<file path="config.mk">
export PLATFORM = sky130hd
export DESIGN_NAME = iagc_top
export DESIGN_NICKNAME = d
export VERILOG_FILES = /design/src/common/iagc_pkg.sv /design/src/uart/uart_rx.sv /design/src/uart/uart_tx.sv /design/src/source/iagc_control.sv /design/src/source/sample_store.sv /design/src/source/dump_unit.sv /design/src/source/amplitude_logger.sv /design/src/source/tx_arbiter.sv /design/src/source/iagc_top.sv
export VERILOG_INCLUDE_DIRS = /design/src /design/src/common
export SDC_FILE = /design/constraint.sdc
export NUM_CORES = 2
export LEC_CHECK = 0
export BUFFER_PORTS_ARGS = -buffer_cell sky130_fd_sc_hd__buf_2
export CAP_MARGIN = 20
export CORE_MARGIN = 3
export CORE_UTILIZATION = 40
export DETAILED_ROUTE_END_ITERATION = 16
export PLACE_DENSITY_LB_ADDON = 0.25
export SETUP_SLACK_MARGIN = 0.2
export SYNTH_ARGS = -nofsm -noshare
export SYNTH_HDL_FRONTEND = slang
export SYNTH_SLANG_ARGS = --single-unit
</file>
<file path="constraint.sdc">
create_clock -name i_clock -period 3.6 [get_ports i_clock]
set_input_delay 0 -clock i_clock [delete_from_list [all_inputs] [get_ports i_clock]]
set_output_delay 0 -clock i_clock [all_outputs]
set_load 0.005 [all_outputs]
</file>
<file path="src/common/iagc_settings.svh">
`ifndef IAGC_SETTINGS_SVH
`define IAGC_SETTINGS_SVH

`define IAGC_ADC_W          14  // raw adc word width.
`define IAGC_SAMPLE_W       16  // widened sample width.
`define IAGC_MEM_DEPTH      64  // words in the sample memory.
`define IAGC_ADDR_W         6   // sample memory address width.

`define IAGC_DEF_DECIMATOR  3   // strobe every 4 clocks after reset.
`define IAGC_DEF_MEM_PARAM  3   // 16 words after reset.
`define IAGC_AMP_WINDOW     16  // decimated samples per peak window.

`define IAGC_CLKS_PER_BIT   16  // system clocks per uart bit.

`endif

</file>
<file path="src/common/iagc_pkg.sv">
package iagc_pkg;

`include "iagc_settings.svh"

    typedef enum logic [1:0] {
        ST_IDLE,
        ST_CAPTURE,
        ST_DUMP,
        ST_LOG
    } iagc_state_t;

    typedef enum logic [3:0] {
        OP_SET_DECIMATOR = 4'd1,
        OP_SET_LENGTH    = 4'd2,
        OP_CAPTURE       = 4'd3,
        OP_DUMP          = 4'd4,
        OP_LOG           = 4'd5
    } cmd_op_t;

    // One command byte from the host.
    typedef struct packed {
        cmd_op_t    op;     // values outside the list are ignored.
        logic [3:0] param;
    } cmd_t;

    typedef struct packed {
        logic signed [`IAGC_SAMPLE_W-1:0] ref_sample;   // channel 1.
        logic signed [`IAGC_SAMPLE_W-1:0] err_sample;   // channel 2.
    } sample_pair_t;

    typedef struct packed {
        logic [3:0]            decimator;
        logic [`IAGC_ADDR_W:0] length;      // capture length in words.
    } iagc_cfg_t;

    typedef struct packed {
        logic       valid;
        logic [7:0] data;
    } tx_req_t;

endpackage

</file>
<file path="src/uart/uart_rx.sv">
`timescale 1ns/1ns

`include "iagc_settings.svh"

module uart_rx (
    input  logic            i_clock,
    input  logic            i_arst_n,
    input  logic            i_rx,
    output iagc_pkg::cmd_t  o_cmd,
    output logic            o_valid
);

    localparam int CPB = `IAGC_CLKS_PER_BIT;
    localparam int TW  = $clog2(CPB);

    logic [1:0]    rx_sync;
    logic          busy;
    logic [TW-1:0] tick;
    logic [3:0]    bit_idx;     // 0 is the start bit and 9 the stop bit.
    logic [7:0]    shift;

    assign o_cmd = shift;

    always_ff @(posedge i_clock or negedge i_arst_n) begin
        if (!i_arst_n) begin
            rx_sync <= 2'b11;
            busy    <= 1'b0;
            tick    <= '0;
            bit_idx <= '0;
            shift   <= '0;
            o_valid <= 1'b0;
        end else begin
            rx_sync <= {rx_sync[0], i_rx};
            o_valid <= 1'b0;
            if (!busy) begin
                if (!rx_sync[1]) begin
                    busy    <= 1'b1;
                    tick    <= TW'(CPB / 2 - 1);    // first look lands mid start bit.
                    bit_idx <= '0;
                end
            end else if (tick != '0) begin
                tick <= tick - 1'b1;
            end else begin
                tick    <= TW'(CPB - 1);
                bit_idx <= bit_idx + 1'b1;
                if (bit_idx == 4'd0) begin
                    busy <= !rx_sync[1];            // a short glitch is not a start bit.
                end else if (bit_idx == 4'd9) begin
                    busy    <= 1'b0;
                    o_valid <= rx_sync[1];          // a low stop bit drops the frame.
                end else begin
                    shift <= {rx_sync[1], shift[7:1]};   // lsb arrives first.
                end
            end
        end
    end

endmodule

</file>
<file path="src/uart/uart_tx.sv">
`timescale 1ns/1ns

`include "iagc_settings.svh"

module uart_tx (
    input  logic        i_clock,
    input  logic        i_arst_n,
    input  logic        i_start,
    input  logic [7:0]  i_data,
    output logic        o_tx,
    output logic        o_ready
);

    localparam int CPB = `IAGC_CLKS_PER_BIT;
    localparam int TW  = $clog2(CPB);

    logic [9:0]    frame;
    logic [TW-1:0] tick;
    logic [3:0]    bits_left;

    assign o_tx    = frame[0];
    assign o_ready = (bits_left == 4'd0);

    always_ff @(posedge i_clock or negedge i_arst_n) begin
        if (!i_arst_n) begin
            frame     <= '1;        // line idles high.
            tick      <= '0;
            bits_left <= '0;
        end else if (o_ready) begin
            if (i_start) begin
                frame     <= {1'b1, i_data, 1'b0};
                bits_left <= 4'd10;
                tick      <= TW'(CPB - 1);
            end
        end else if (tick == '0) begin
            frame     <= {1'b1, frame[9:1]};    // ones fill in behind the stop bit.
            bits_left <= bits_left - 1'b1;
            tick      <= TW'(CPB - 1);
        end else begin
            tick <= tick - 1'b1;
        end
    end

endmodule

</file>
<file path="src/source/iagc_control.sv">
`timescale 1ns/1ns

`include "iagc_settings.svh"

module iagc_control (
    input  logic                    i_clock,
    input  logic                    i_arst_n,
    input  iagc_pkg::cmd_t          i_cmd,
    input  logic                    i_cmd_valid,
    input  logic                    i_capture_done,
    input  logic                    i_dump_done,
    input  logic                    i_log_done,
    output iagc_pkg::iagc_cfg_t     o_cfg,
    output iagc_pkg::iagc_state_t   o_state
);
    import iagc_pkg::*;

    localparam int LW = `IAGC_ADDR_W + 1;

    // Capture length is 4 x (p + 1) words.
    function automatic logic [LW-1:0] words_of(input logic [3:0] p);
        return (LW'(p) + LW'(1)) << 2;
    endfunction

    always_ff @(posedge i_clock or negedge i_arst_n) begin
        if (!i_arst_n) begin
            o_state         <= ST_IDLE;
            o_cfg.decimator <= 4'(`IAGC_DEF_DECIMATOR);
            o_cfg.length    <= words_of(4'(`IAGC_DEF_MEM_PARAM));
        end else begin
            case (o_state)
                ST_IDLE: begin
                    if (i_cmd_valid) begin
                        case (i_cmd.op)
                            OP_SET_DECIMATOR: o_cfg.decimator <= i_cmd.param;
                            OP_SET_LENGTH:    o_cfg.length    <= words_of(i_cmd.param);
                            OP_CAPTURE:       o_state         <= ST_CAPTURE;
                            OP_DUMP:          o_state         <= ST_DUMP;
                            OP_LOG:           o_state         <= ST_LOG;
                            default: ;      // unknown opcodes change nothing.
                        endcase
                    end
                end
                ST_CAPTURE: begin
                    if (i_capture_done) begin
                        o_state <= ST_IDLE;
                    end
                end
                ST_DUMP: begin
                    if (i_dump_done) begin
                        o_state <= ST_IDLE;
                    end
                end
                ST_LOG: begin
                    if (i_log_done) begin
                        o_state <= ST_IDLE;
                    end
                end
                default: o_state <= ST_IDLE;
            endcase
        end
    end

endmodule

</file>
<file path="src/source/sample_store.sv">
`timescale 1ns/1ns

`include "iagc_settings.svh"

module sample_store (
    input  logic                        i_clock,
    input  logic                        i_arst_n,
    input  iagc_pkg::iagc_state_t       i_state,
    input  iagc_pkg::iagc_cfg_t         i_cfg,
    input  logic [`IAGC_ADC_W-1:0]      i_adc_ch1,
    input  logic [`IAGC_ADC_W-1:0]      i_adc_ch2,
    input  logic [`IAGC_ADDR_W-1:0]     i_raddr,
    output iagc_pkg::sample_pair_t      o_rdata,
    output logic                        o_sample,
    output iagc_pkg::sample_pair_t      o_pair,
    output logic                        o_done
);
    import iagc_pkg::*;

    localparam int AW = `IAGC_ADC_W;
    localparam int SW = `IAGC_SAMPLE_W;

    logic [3:0]             dec_cnt;
    logic [`IAGC_ADDR_W:0]  waddr;
    logic                   wr_en;
    sample_pair_t           mem [`IAGC_MEM_DEPTH];

    function automatic logic [SW-1:0] widen(input logic [AW-1:0] raw);
        return {{(SW - AW){raw[AW-1]}}, raw};
    endfunction

    assign o_pair.ref_sample = widen(i_adc_ch1);
    assign o_pair.err_sample = widen(i_adc_ch2);

    // writes stop once the configured length is reached.
    assign wr_en = (i_state == ST_CAPTURE) && o_sample && (waddr != i_cfg.length);

    always_ff @(posedge i_clock or negedge i_arst_n) begin
        if (!i_arst_n) begin
            dec_cnt  <= '0;
            o_sample <= 1'b0;
        end else if (i_state != ST_CAPTURE && i_state != ST_LOG) begin
            dec_cnt  <= '0;
            o_sample <= 1'b0;
        end else if (dec_cnt == i_cfg.decimator) begin
            dec_cnt  <= '0;
            o_sample <= 1'b1;           // one strobe every decimator + 1 clocks.
        end else begin
            dec_cnt  <= dec_cnt + 1'b1;
            o_sample <= 1'b0;
        end
    end

    always_ff @(posedge i_clock or negedge i_arst_n) begin
        if (!i_arst_n) begin
            waddr  <= '0;
            o_done <= 1'b0;
        end else begin
            o_done <= wr_en && (waddr + 1'b1 == i_cfg.length);
            if (i_state != ST_CAPTURE) begin
                waddr <= '0;
            end else if (wr_en) begin
                waddr <= waddr + 1'b1;
            end
        end
    end

    always_ff @(posedge i_clock) begin
        if (wr_en) begin
            mem[waddr[`IAGC_ADDR_W-1:0]] <= o_pair;
        end
        o_rdata <= mem[i_raddr];
    end

endmodule

</file>
<file path="src/source/dump_unit.sv">
`timescale 1ns/1ns

`include "iagc_settings.svh"

module dump_unit (
    input  logic                        i_clock,
    input  logic                        i_arst_n,
    input  iagc_pkg::iagc_state_t       i_state,
    input  logic [`IAGC_ADDR_W:0]       i_length,
    input  iagc_pkg::sample_pair_t      i_rdata,
    input  logic                        i_taken,
    output logic [`IAGC_ADDR_W-1:0]     o_raddr,
    output iagc_pkg::tx_req_t           o_req,
    output logic                        o_done
);
    import iagc_pkg::*;

    typedef enum logic [1:0] {D_IDLE, D_FETCH, D_SEND, D_END} dump_st_t;

    dump_st_t               st;
    logic [`IAGC_ADDR_W:0]  word;
    logic [1:0]             byte_idx;
    logic [3:0][7:0]        rd_bytes;

    assign rd_bytes    = i_rdata;
    assign o_raddr     = word[`IAGC_ADDR_W-1:0];
    assign o_req.valid = (st == D_SEND);
    assign o_req.data  = rd_bytes[~byte_idx];  // index 0 picks the reference high byte.

    always_ff @(posedge i_clock or negedge i_arst_n) begin
        if (!i_arst_n) begin
            st       <= D_IDLE;
            word     <= '0;
            byte_idx <= '0;
            o_done   <= 1'b0;
        end else begin
            o_done <= 1'b0;
            case (st)
                D_IDLE: begin
                    word     <= '0;
                    byte_idx <= '0;
                    if (i_state == ST_DUMP) begin
                        st <= D_FETCH;
                    end
                end
                D_FETCH: st <= D_SEND;      // the memory read port is registered.
                D_SEND: begin
                    if (i_taken) begin
                        byte_idx <= byte_idx + 1'b1;
                        if (byte_idx == 2'd3) begin
                            word <= word + 1'b1;
                            st   <= (word + 1'b1 == i_length) ? D_END : D_FETCH;
                            o_done <= (word + 1'b1 == i_length);
                        end
                    end
                end
                D_END: begin
                    if (i_state != ST_DUMP) begin
                        st <= D_IDLE;
                    end
                end
                default: st <= D_IDLE;
            endcase
        end
    end

endmodule

</file>
<file path="src/source/amplitude_logger.sv">
`timescale 1ns/1ns

`include "iagc_settings.svh"

module amplitude_logger (
    input  logic                        i_clock,
    input  logic                        i_arst_n,
    input  iagc_pkg::iagc_state_t       i_state,
    input  logic                        i_sample,
    input  iagc_pkg::sample_pair_t      i_pair,
    input  logic                        i_taken,
    output iagc_pkg::tx_req_t           o_req,
    output logic                        o_done
);
    import iagc_pkg::*;

    localparam int WIN = `IAGC_AMP_WINDOW;
    localparam logic signed [`IAGC_SAMPLE_W-1:0] MOST_NEG =
        {1'b1, {(`IAGC_SAMPLE_W - 1){1'b0}}};

    typedef enum logic [1:0] {L_IDLE, L_TRACK, L_SEND, L_END} log_st_t;

    log_st_t                st;
    sample_pair_t           peak;
    logic [$clog2(WIN)-1:0] win_cnt;
    logic [1:0]             byte_idx;
    logic [3:0][7:0]        peak_bytes;

    assign peak_bytes  = peak;
    assign o_req.valid = (st == L_SEND);
    assign o_req.data  = peak_bytes[~byte_idx];    // same byte order as a dump word.

    always_ff @(posedge i_clock or negedge i_arst_n) begin
        if (!i_arst_n) begin
            st       <= L_IDLE;
            peak     <= '{MOST_NEG, MOST_NEG};
            win_cnt  <= '0;
            byte_idx <= '0;
            o_done   <= 1'b0;
        end else begin
            o_done <= 1'b0;
            case (st)
                L_IDLE: begin
                    peak     <= '{MOST_NEG, MOST_NEG};     // any sample beats this.
                    win_cnt  <= '0;
                    byte_idx <= '0;
                    if (i_state == ST_LOG) begin
                        st <= L_TRACK;
                    end
                end
                L_TRACK: begin
                    if (i_sample) begin
                        if (i_pair.ref_sample > peak.ref_sample) begin
                            peak.ref_sample <= i_pair.ref_sample;
                        end
                        if (i_pair.err_sample > peak.err_sample) begin
                            peak.err_sample <= i_pair.err_sample;
                        end
                        win_cnt <= win_cnt + 1'b1;
                        if (win_cnt == WIN - 1) begin
                            st <= L_SEND;
                        end
                    end
                end
                L_SEND: begin
                    if (i_taken) begin
                        byte_idx <= byte_idx + 1'b1;
                        if (byte_idx == 2'd3) begin
                            st     <= L_END;
                            o_done <= 1'b1;
                        end
                    end
                end
                L_END: begin
                    if (i_state != ST_LOG) begin
                        st <= L_IDLE;
                    end
                end
                default: st <= L_IDLE;
            endcase
        end
    end

endmodule

</file>
<file path="src/source/tx_arbiter.sv">
`timescale 1ns/1ns

module tx_arbiter (
    input  logic                i_clock,
    input  logic                i_arst_n,
    input  iagc_pkg::tx_req_t   i_dump_req,
    input  iagc_pkg::tx_req_t   i_log_req,
    input  logic                i_tx_ready,
    output logic                o_dump_taken,
    output logic                o_log_taken,
    output logic                o_tx_start,
    output logic [7:0]          o_tx_data
);

    logic free;
    logic grant_dump;
    logic grant_log;

    // The transmitter still shows ready in the cycle of the start pulse,
    // so no grant is given in that cycle.
    assign free       = i_tx_ready && !o_tx_start;
    assign grant_dump = free && i_dump_req.valid;
    assign grant_log  = free && !i_dump_req.valid && i_log_req.valid;  // dump unit wins.

    always_ff @(posedge i_clock or negedge i_arst_n) begin
        if (!i_arst_n) begin
            o_tx_start   <= 1'b0;
            o_dump_taken <= 1'b0;
            o_log_taken  <= 1'b0;
        end else begin
            o_tx_start   <= grant_dump || grant_log;
            o_dump_taken <= grant_dump;
            o_log_taken  <= grant_log;
        end
    end

    always_ff @(posedge i_clock) begin
        if (grant_dump) begin
            o_tx_data <= i_dump_req.data;
        end else if (grant_log) begin
            o_tx_data <= i_log_req.data;
        end
    end

endmodule

</file>
<file path="src/source/iagc_top.sv">
`timescale 1ns/1ns

`include "iagc_settings.svh"

module iagc_top (
    input  logic                    i_clock,
    input  logic                    i_arst_n,
    input  logic                    i_rx,
    output logic                    o_tx,
    input  logic [`IAGC_ADC_W-1:0]  i_adc_ch1,
    input  logic [`IAGC_ADC_W-1:0]  i_adc_ch2,
    output iagc_pkg::iagc_state_t   o_status
);
    import iagc_pkg::*;

    cmd_t                     rx_cmd;
    logic                     rx_valid;
    iagc_cfg_t                cfg;
    logic                     capture_done;
    logic                     dump_done;
    logic                     log_done;
    logic                     sample;
    sample_pair_t             pair;
    sample_pair_t             rdata;
    logic [`IAGC_ADDR_W-1:0]  raddr;
    tx_req_t                  dump_req;
    tx_req_t                  log_req;
    logic                     dump_taken;
    logic                     log_taken;
    logic                     tx_start;
    logic [7:0]               tx_data;
    logic                     tx_ready;

    uart_rx u_uart_rx (
        .i_clock    ( i_clock   ),
        .i_arst_n   ( i_arst_n  ),
        .i_rx       ( i_rx      ),
        .o_cmd      ( rx_cmd    ),
        .o_valid    ( rx_valid  )
    );

    iagc_control u_iagc_control (
        .i_clock        ( i_clock       ),
        .i_arst_n       ( i_arst_n      ),
        .i_cmd          ( rx_cmd        ),
        .i_cmd_valid    ( rx_valid      ),
        .i_capture_done ( capture_done  ),
        .i_dump_done    ( dump_done     ),
        .i_log_done     ( log_done      ),
        .o_cfg          ( cfg           ),
        .o_state        ( o_status      )
    );

    sample_store u_sample_store (
        .i_clock    ( i_clock       ),
        .i_arst_n   ( i_arst_n      ),
        .i_state    ( o_status      ),
        .i_cfg      ( cfg           ),
        .i_adc_ch1  ( i_adc_ch1     ),
        .i_adc_ch2  ( i_adc_ch2     ),
        .i_raddr    ( raddr         ),
        .o_rdata    ( rdata         ),
        .o_sample   ( sample        ),
        .o_pair     ( pair          ),
        .o_done     ( capture_done  )
    );

    dump_unit u_dump_unit (
        .i_clock    ( i_clock       ),
        .i_arst_n   ( i_arst_n      ),
        .i_state    ( o_status      ),
        .i_length   ( cfg.length    ),
        .i_rdata    ( rdata         ),
        .i_taken    ( dump_taken    ),
        .o_raddr    ( raddr         ),
        .o_req      ( dump_req      ),
        .o_done     ( dump_done     )
    );

    amplitude_logger u_amplitude_logger (
        .i_clock    ( i_clock   ),
        .i_arst_n   ( i_arst_n  ),
        .i_state    ( o_status  ),
        .i_sample   ( sample    ),
        .i_pair     ( pair      ),
        .i_taken    ( log_taken ),
        .o_req      ( log_req   ),
        .o_done     ( log_done  )
    );

    tx_arbiter u_tx_arbiter (
        .i_clock        ( i_clock       ),
        .i_arst_n       ( i_arst_n      ),
        .i_dump_req     ( dump_req      ),
        .i_log_req      ( log_req       ),
        .i_tx_ready     ( tx_ready      ),
        .o_dump_taken   ( dump_taken    ),
        .o_log_taken    ( log_taken     ),
        .o_tx_start     ( tx_start      ),
        .o_tx_data      ( tx_data       )
    );

    uart_tx u_uart_tx (
        .i_clock    ( i_clock   ),
        .i_arst_n   ( i_arst_n  ),
        .i_start    ( tx_start  ),
        .i_data     ( tx_data   ),
        .o_tx       ( o_tx      ),
        .o_ready    ( tx_ready  )
    );

endmodule

</file>
==> metrics <==
clk buf depth 3; register area share after synthesis 0.756; CTS tree yes; Synthesis Warnings 0; Worst-path clk slew 70 ps; Avg Cell Area, Syn 19.8 µm²; DR pass1 iterations 5; Max-Cap Viols 0; DRC 0; Max IR drop VDD between 0.4 and 0.5 mV; CP arrival 3700 ps; Detail Route met2 WL 95.4 mm; Synth Area in Compound Gates 0.0417; synthesized flop and latch total around 1900; die width 442 µm; DIE HEIGHT 442 µm; Max Clk Rate 311 MHz; Routed WL 204 mm; TNS Setup 0 ps; cts bufs inserted 198; post-synthesis simple-gate area fraction 0.0240; Starting Density 0.404; placed cell areas 81300 µm²; # IOs 34; status completed; Yosys top cell area share 0.710; XOR/XNOR Fraction of Synth Area 0.00449; CP Capture Type register; register-to-register setup slack 390 ps; share of cells above drive strength 1 0.261; Crit Path Category reg -> reg; ys flop type edfxtp_1; Final Hold Viols 0; period utilisation layout 0.892; Met1 Wirelength 88.5 mm; Synth area leader edfxtp_1; HPWL Detailed 120 mm; synth top area cells edfxtp_1 (71%), mux4_2 (11%), dfrtp_1 (3.3%); Tmin final 3210 ps; fin area 88100 µm²; leakage power 27.2 nW; Mapped Cells 3853; max-slew violations 0; post-synthesis mux area share 0.151; Fin Clk Skew 46.1 ps; number of global-route vias before repair 38800; largest net degree at the start of global routing 80; synthesized area 76100 µm²; startpoint type of the worst setup path register; EDFF count, synth between 1500 and 2000; vias per inst 5.69; num rows around 160; Post-Synthesis Net Count roughly 4000; core area roughly 190000 µm²; routed length per instance roughly 30 µm; Overflow after GRT 0; first-pass GRT wire length 291 mm; dpl ws between 400 and 500 ps; Post-CTS Setup Bufs 0; Final Wtd Congestion 0.828; Slew HR 0.288; clock sink total 1943; routed wl met3 14.7 mm; most frequent cells in the layout edfxtp_1 (1800), mux4_2 (375), buf_4 (213), clkbuf_16 (201), mux2i_1 (197); cell area power density about 520 nW/µm²; nets 4239; via count roughly 39000; Worst-Skew Late Latency 830 ps; Worst Max-Slew Pin Slew 1060 ps; asr flop ratio synth 0.0592; Final WS setup 387 ps; most common cell after layout, fill and taps aside edfxtp_1; antenna violations before repair 22; full die area ~200000 µm²; gr usage total 0.208; critical-path maximum fanout 18; RSZ-0062 raised after global routing no; CTS Root Cell clkbuf_16; post-route ant nets 0; largest family of logic cells by synthesized area multiplexers; I/O Buffers 33; critical path required time 4090 ps; endpoints failing setup 0; drt initial violations 4438; Syn-to-layout area delta 15.7%; Top Metal Used met4; Unique masters post-synth 64; H-tree levels 4; post-synthesis adder-cell area fraction 0.00822; worst min-delay path class in -> reg
worst paths after layout:
check | from | to | cells past startpoint
worst max-delay path | u_sample_store.waddr[0]$_DFFE_PN0P_ | u_sample_store.mem[46][6]$_DFFE_PP_ | 8
worst min-delay path | i_adc_ch2[7] | u_sample_store.mem[8][7]$_DFFE_PP_ | 2
worst max register to register | u_sample_store.waddr[0]$_DFFE_PN0P_ | u_sample_store.mem[46][6]$_DFFE_PP_ | 8
worst min register to register | u_uart_rx.rx_sync[0]$_DFF_PN1_ | u_uart_rx.rx_sync[1]$_DFF_PN1_ | 0
max in group asynchronous | i_arst_n | u_uart_rx.rx_sync[0]$_DFF_PN1_ | 4
min in group asynchronous | i_arst_n | u_iagc_control.o_cfg[4]$_DFFE_PN1P_ | 3
sequential cells by signal (all words and copies together) (netlist names), 4 cells and up:
register	count
u_amplitude_logger.peak	30
u_amplitude_logger.win_cnt	4
u_dump_unit.word	7
u_iagc_control.o_cfg	9
u_sample_store.dec_cnt	4
u_sample_store.mem	1792
u_sample_store.o_rdata	28
u_sample_store.waddr	7
u_tx_arbiter.o_tx_data	8
u_uart_rx.bit_idx	4
u_uart_rx.o_cmd	8
u_uart_rx.tick	4
u_uart_tx.bits_left	4
u_uart_tx.frame	9
u_uart_tx.tick	4
area by class of cell:
cell class / count / area, µm²
clock inverter: 113 / 1070
timing repair buffer: 317 / 2880
inverter: 57 / 215
clock buffer: 253 / 5340
antenna: 7 / 17.5
tap: 2495 / 3120
fill: 15500 / 100000
sequential: 1943 / 57500
multi-input combinational: 1641 / 17900
logic make-up after synthesis:
group	count (synthesis)
XOR/XNOR	39
multiplexers	666
AO/OA/AOI/OAI	477
buffers and inverters	269
AND/OR/NAND/NOR	409
flip-flops	1943
adder cells (fa/ha/maj)	50
layer usage:
metal / up-vias / GRT usage
li1: 16400 / -
met1: 20700 / 0.302
met2: 1431 / 0.322
met3: 269 / 0.0371
met4: 0 / 0.0615
met5: - / 0
critical path, cell delays in order, from the launching register on:
cell and delay (ps):
dfrtp_1 470, inv_1 140, ha_1 260, a31oi_4 160
nor2b_1 350, nand4_1 440, buf_12 300, nor2_4 360
buf_4 370
power by group:
| group | switching [mW] | total [mW] | internal (mW) |
|---|---|---|---|
| Sequential | 0.105 | 24.9 | 24.8 |
| Clock | 8.57 | 20.2 | 11.6 |
| Combinational | 0.757 | 1.06 | 0.299 |
cells in the mapped netlist, drive strengths merged, types with 12 or more instances:
cell	number
o221ai	140
dfxtp	28
o22ai	32
mux2	94
nand2b	14
xor2	19
nand3	19
nand2	124
nor2	174
buf	96
nand4	18
dfrtp	99
edfxtp	1800
mux4	375
xnor2	20
o211ai	29
dfstp	16
clkbuf	116
inv	57
o21ai	122
ha	50
a21oi	115
nor2b	12
mux2i	197
per-stage QoR:
stage | std cells | utilization | power [mW] | hold slack (ps)
floorplan | 3853 | - | 25.8 | -296
global placement | 6415 | 0.431 | 26.4 | 111
detailed placement | 6418 | 0.431 | 26.4 | 113
CTS | 6819 | 0.467 | 46.6 | 116
global route | 6820 | 0.467 | 47.6 | 153
finish | 6826 | 0.468 | 46.2 | 185
timing repair:
action                    4_1_cts  5_1_grt
resized for setup               0        0
hold endpoints to repair     1206        0
hold buffers                   35        0
(Power assumes the default switching activity.)
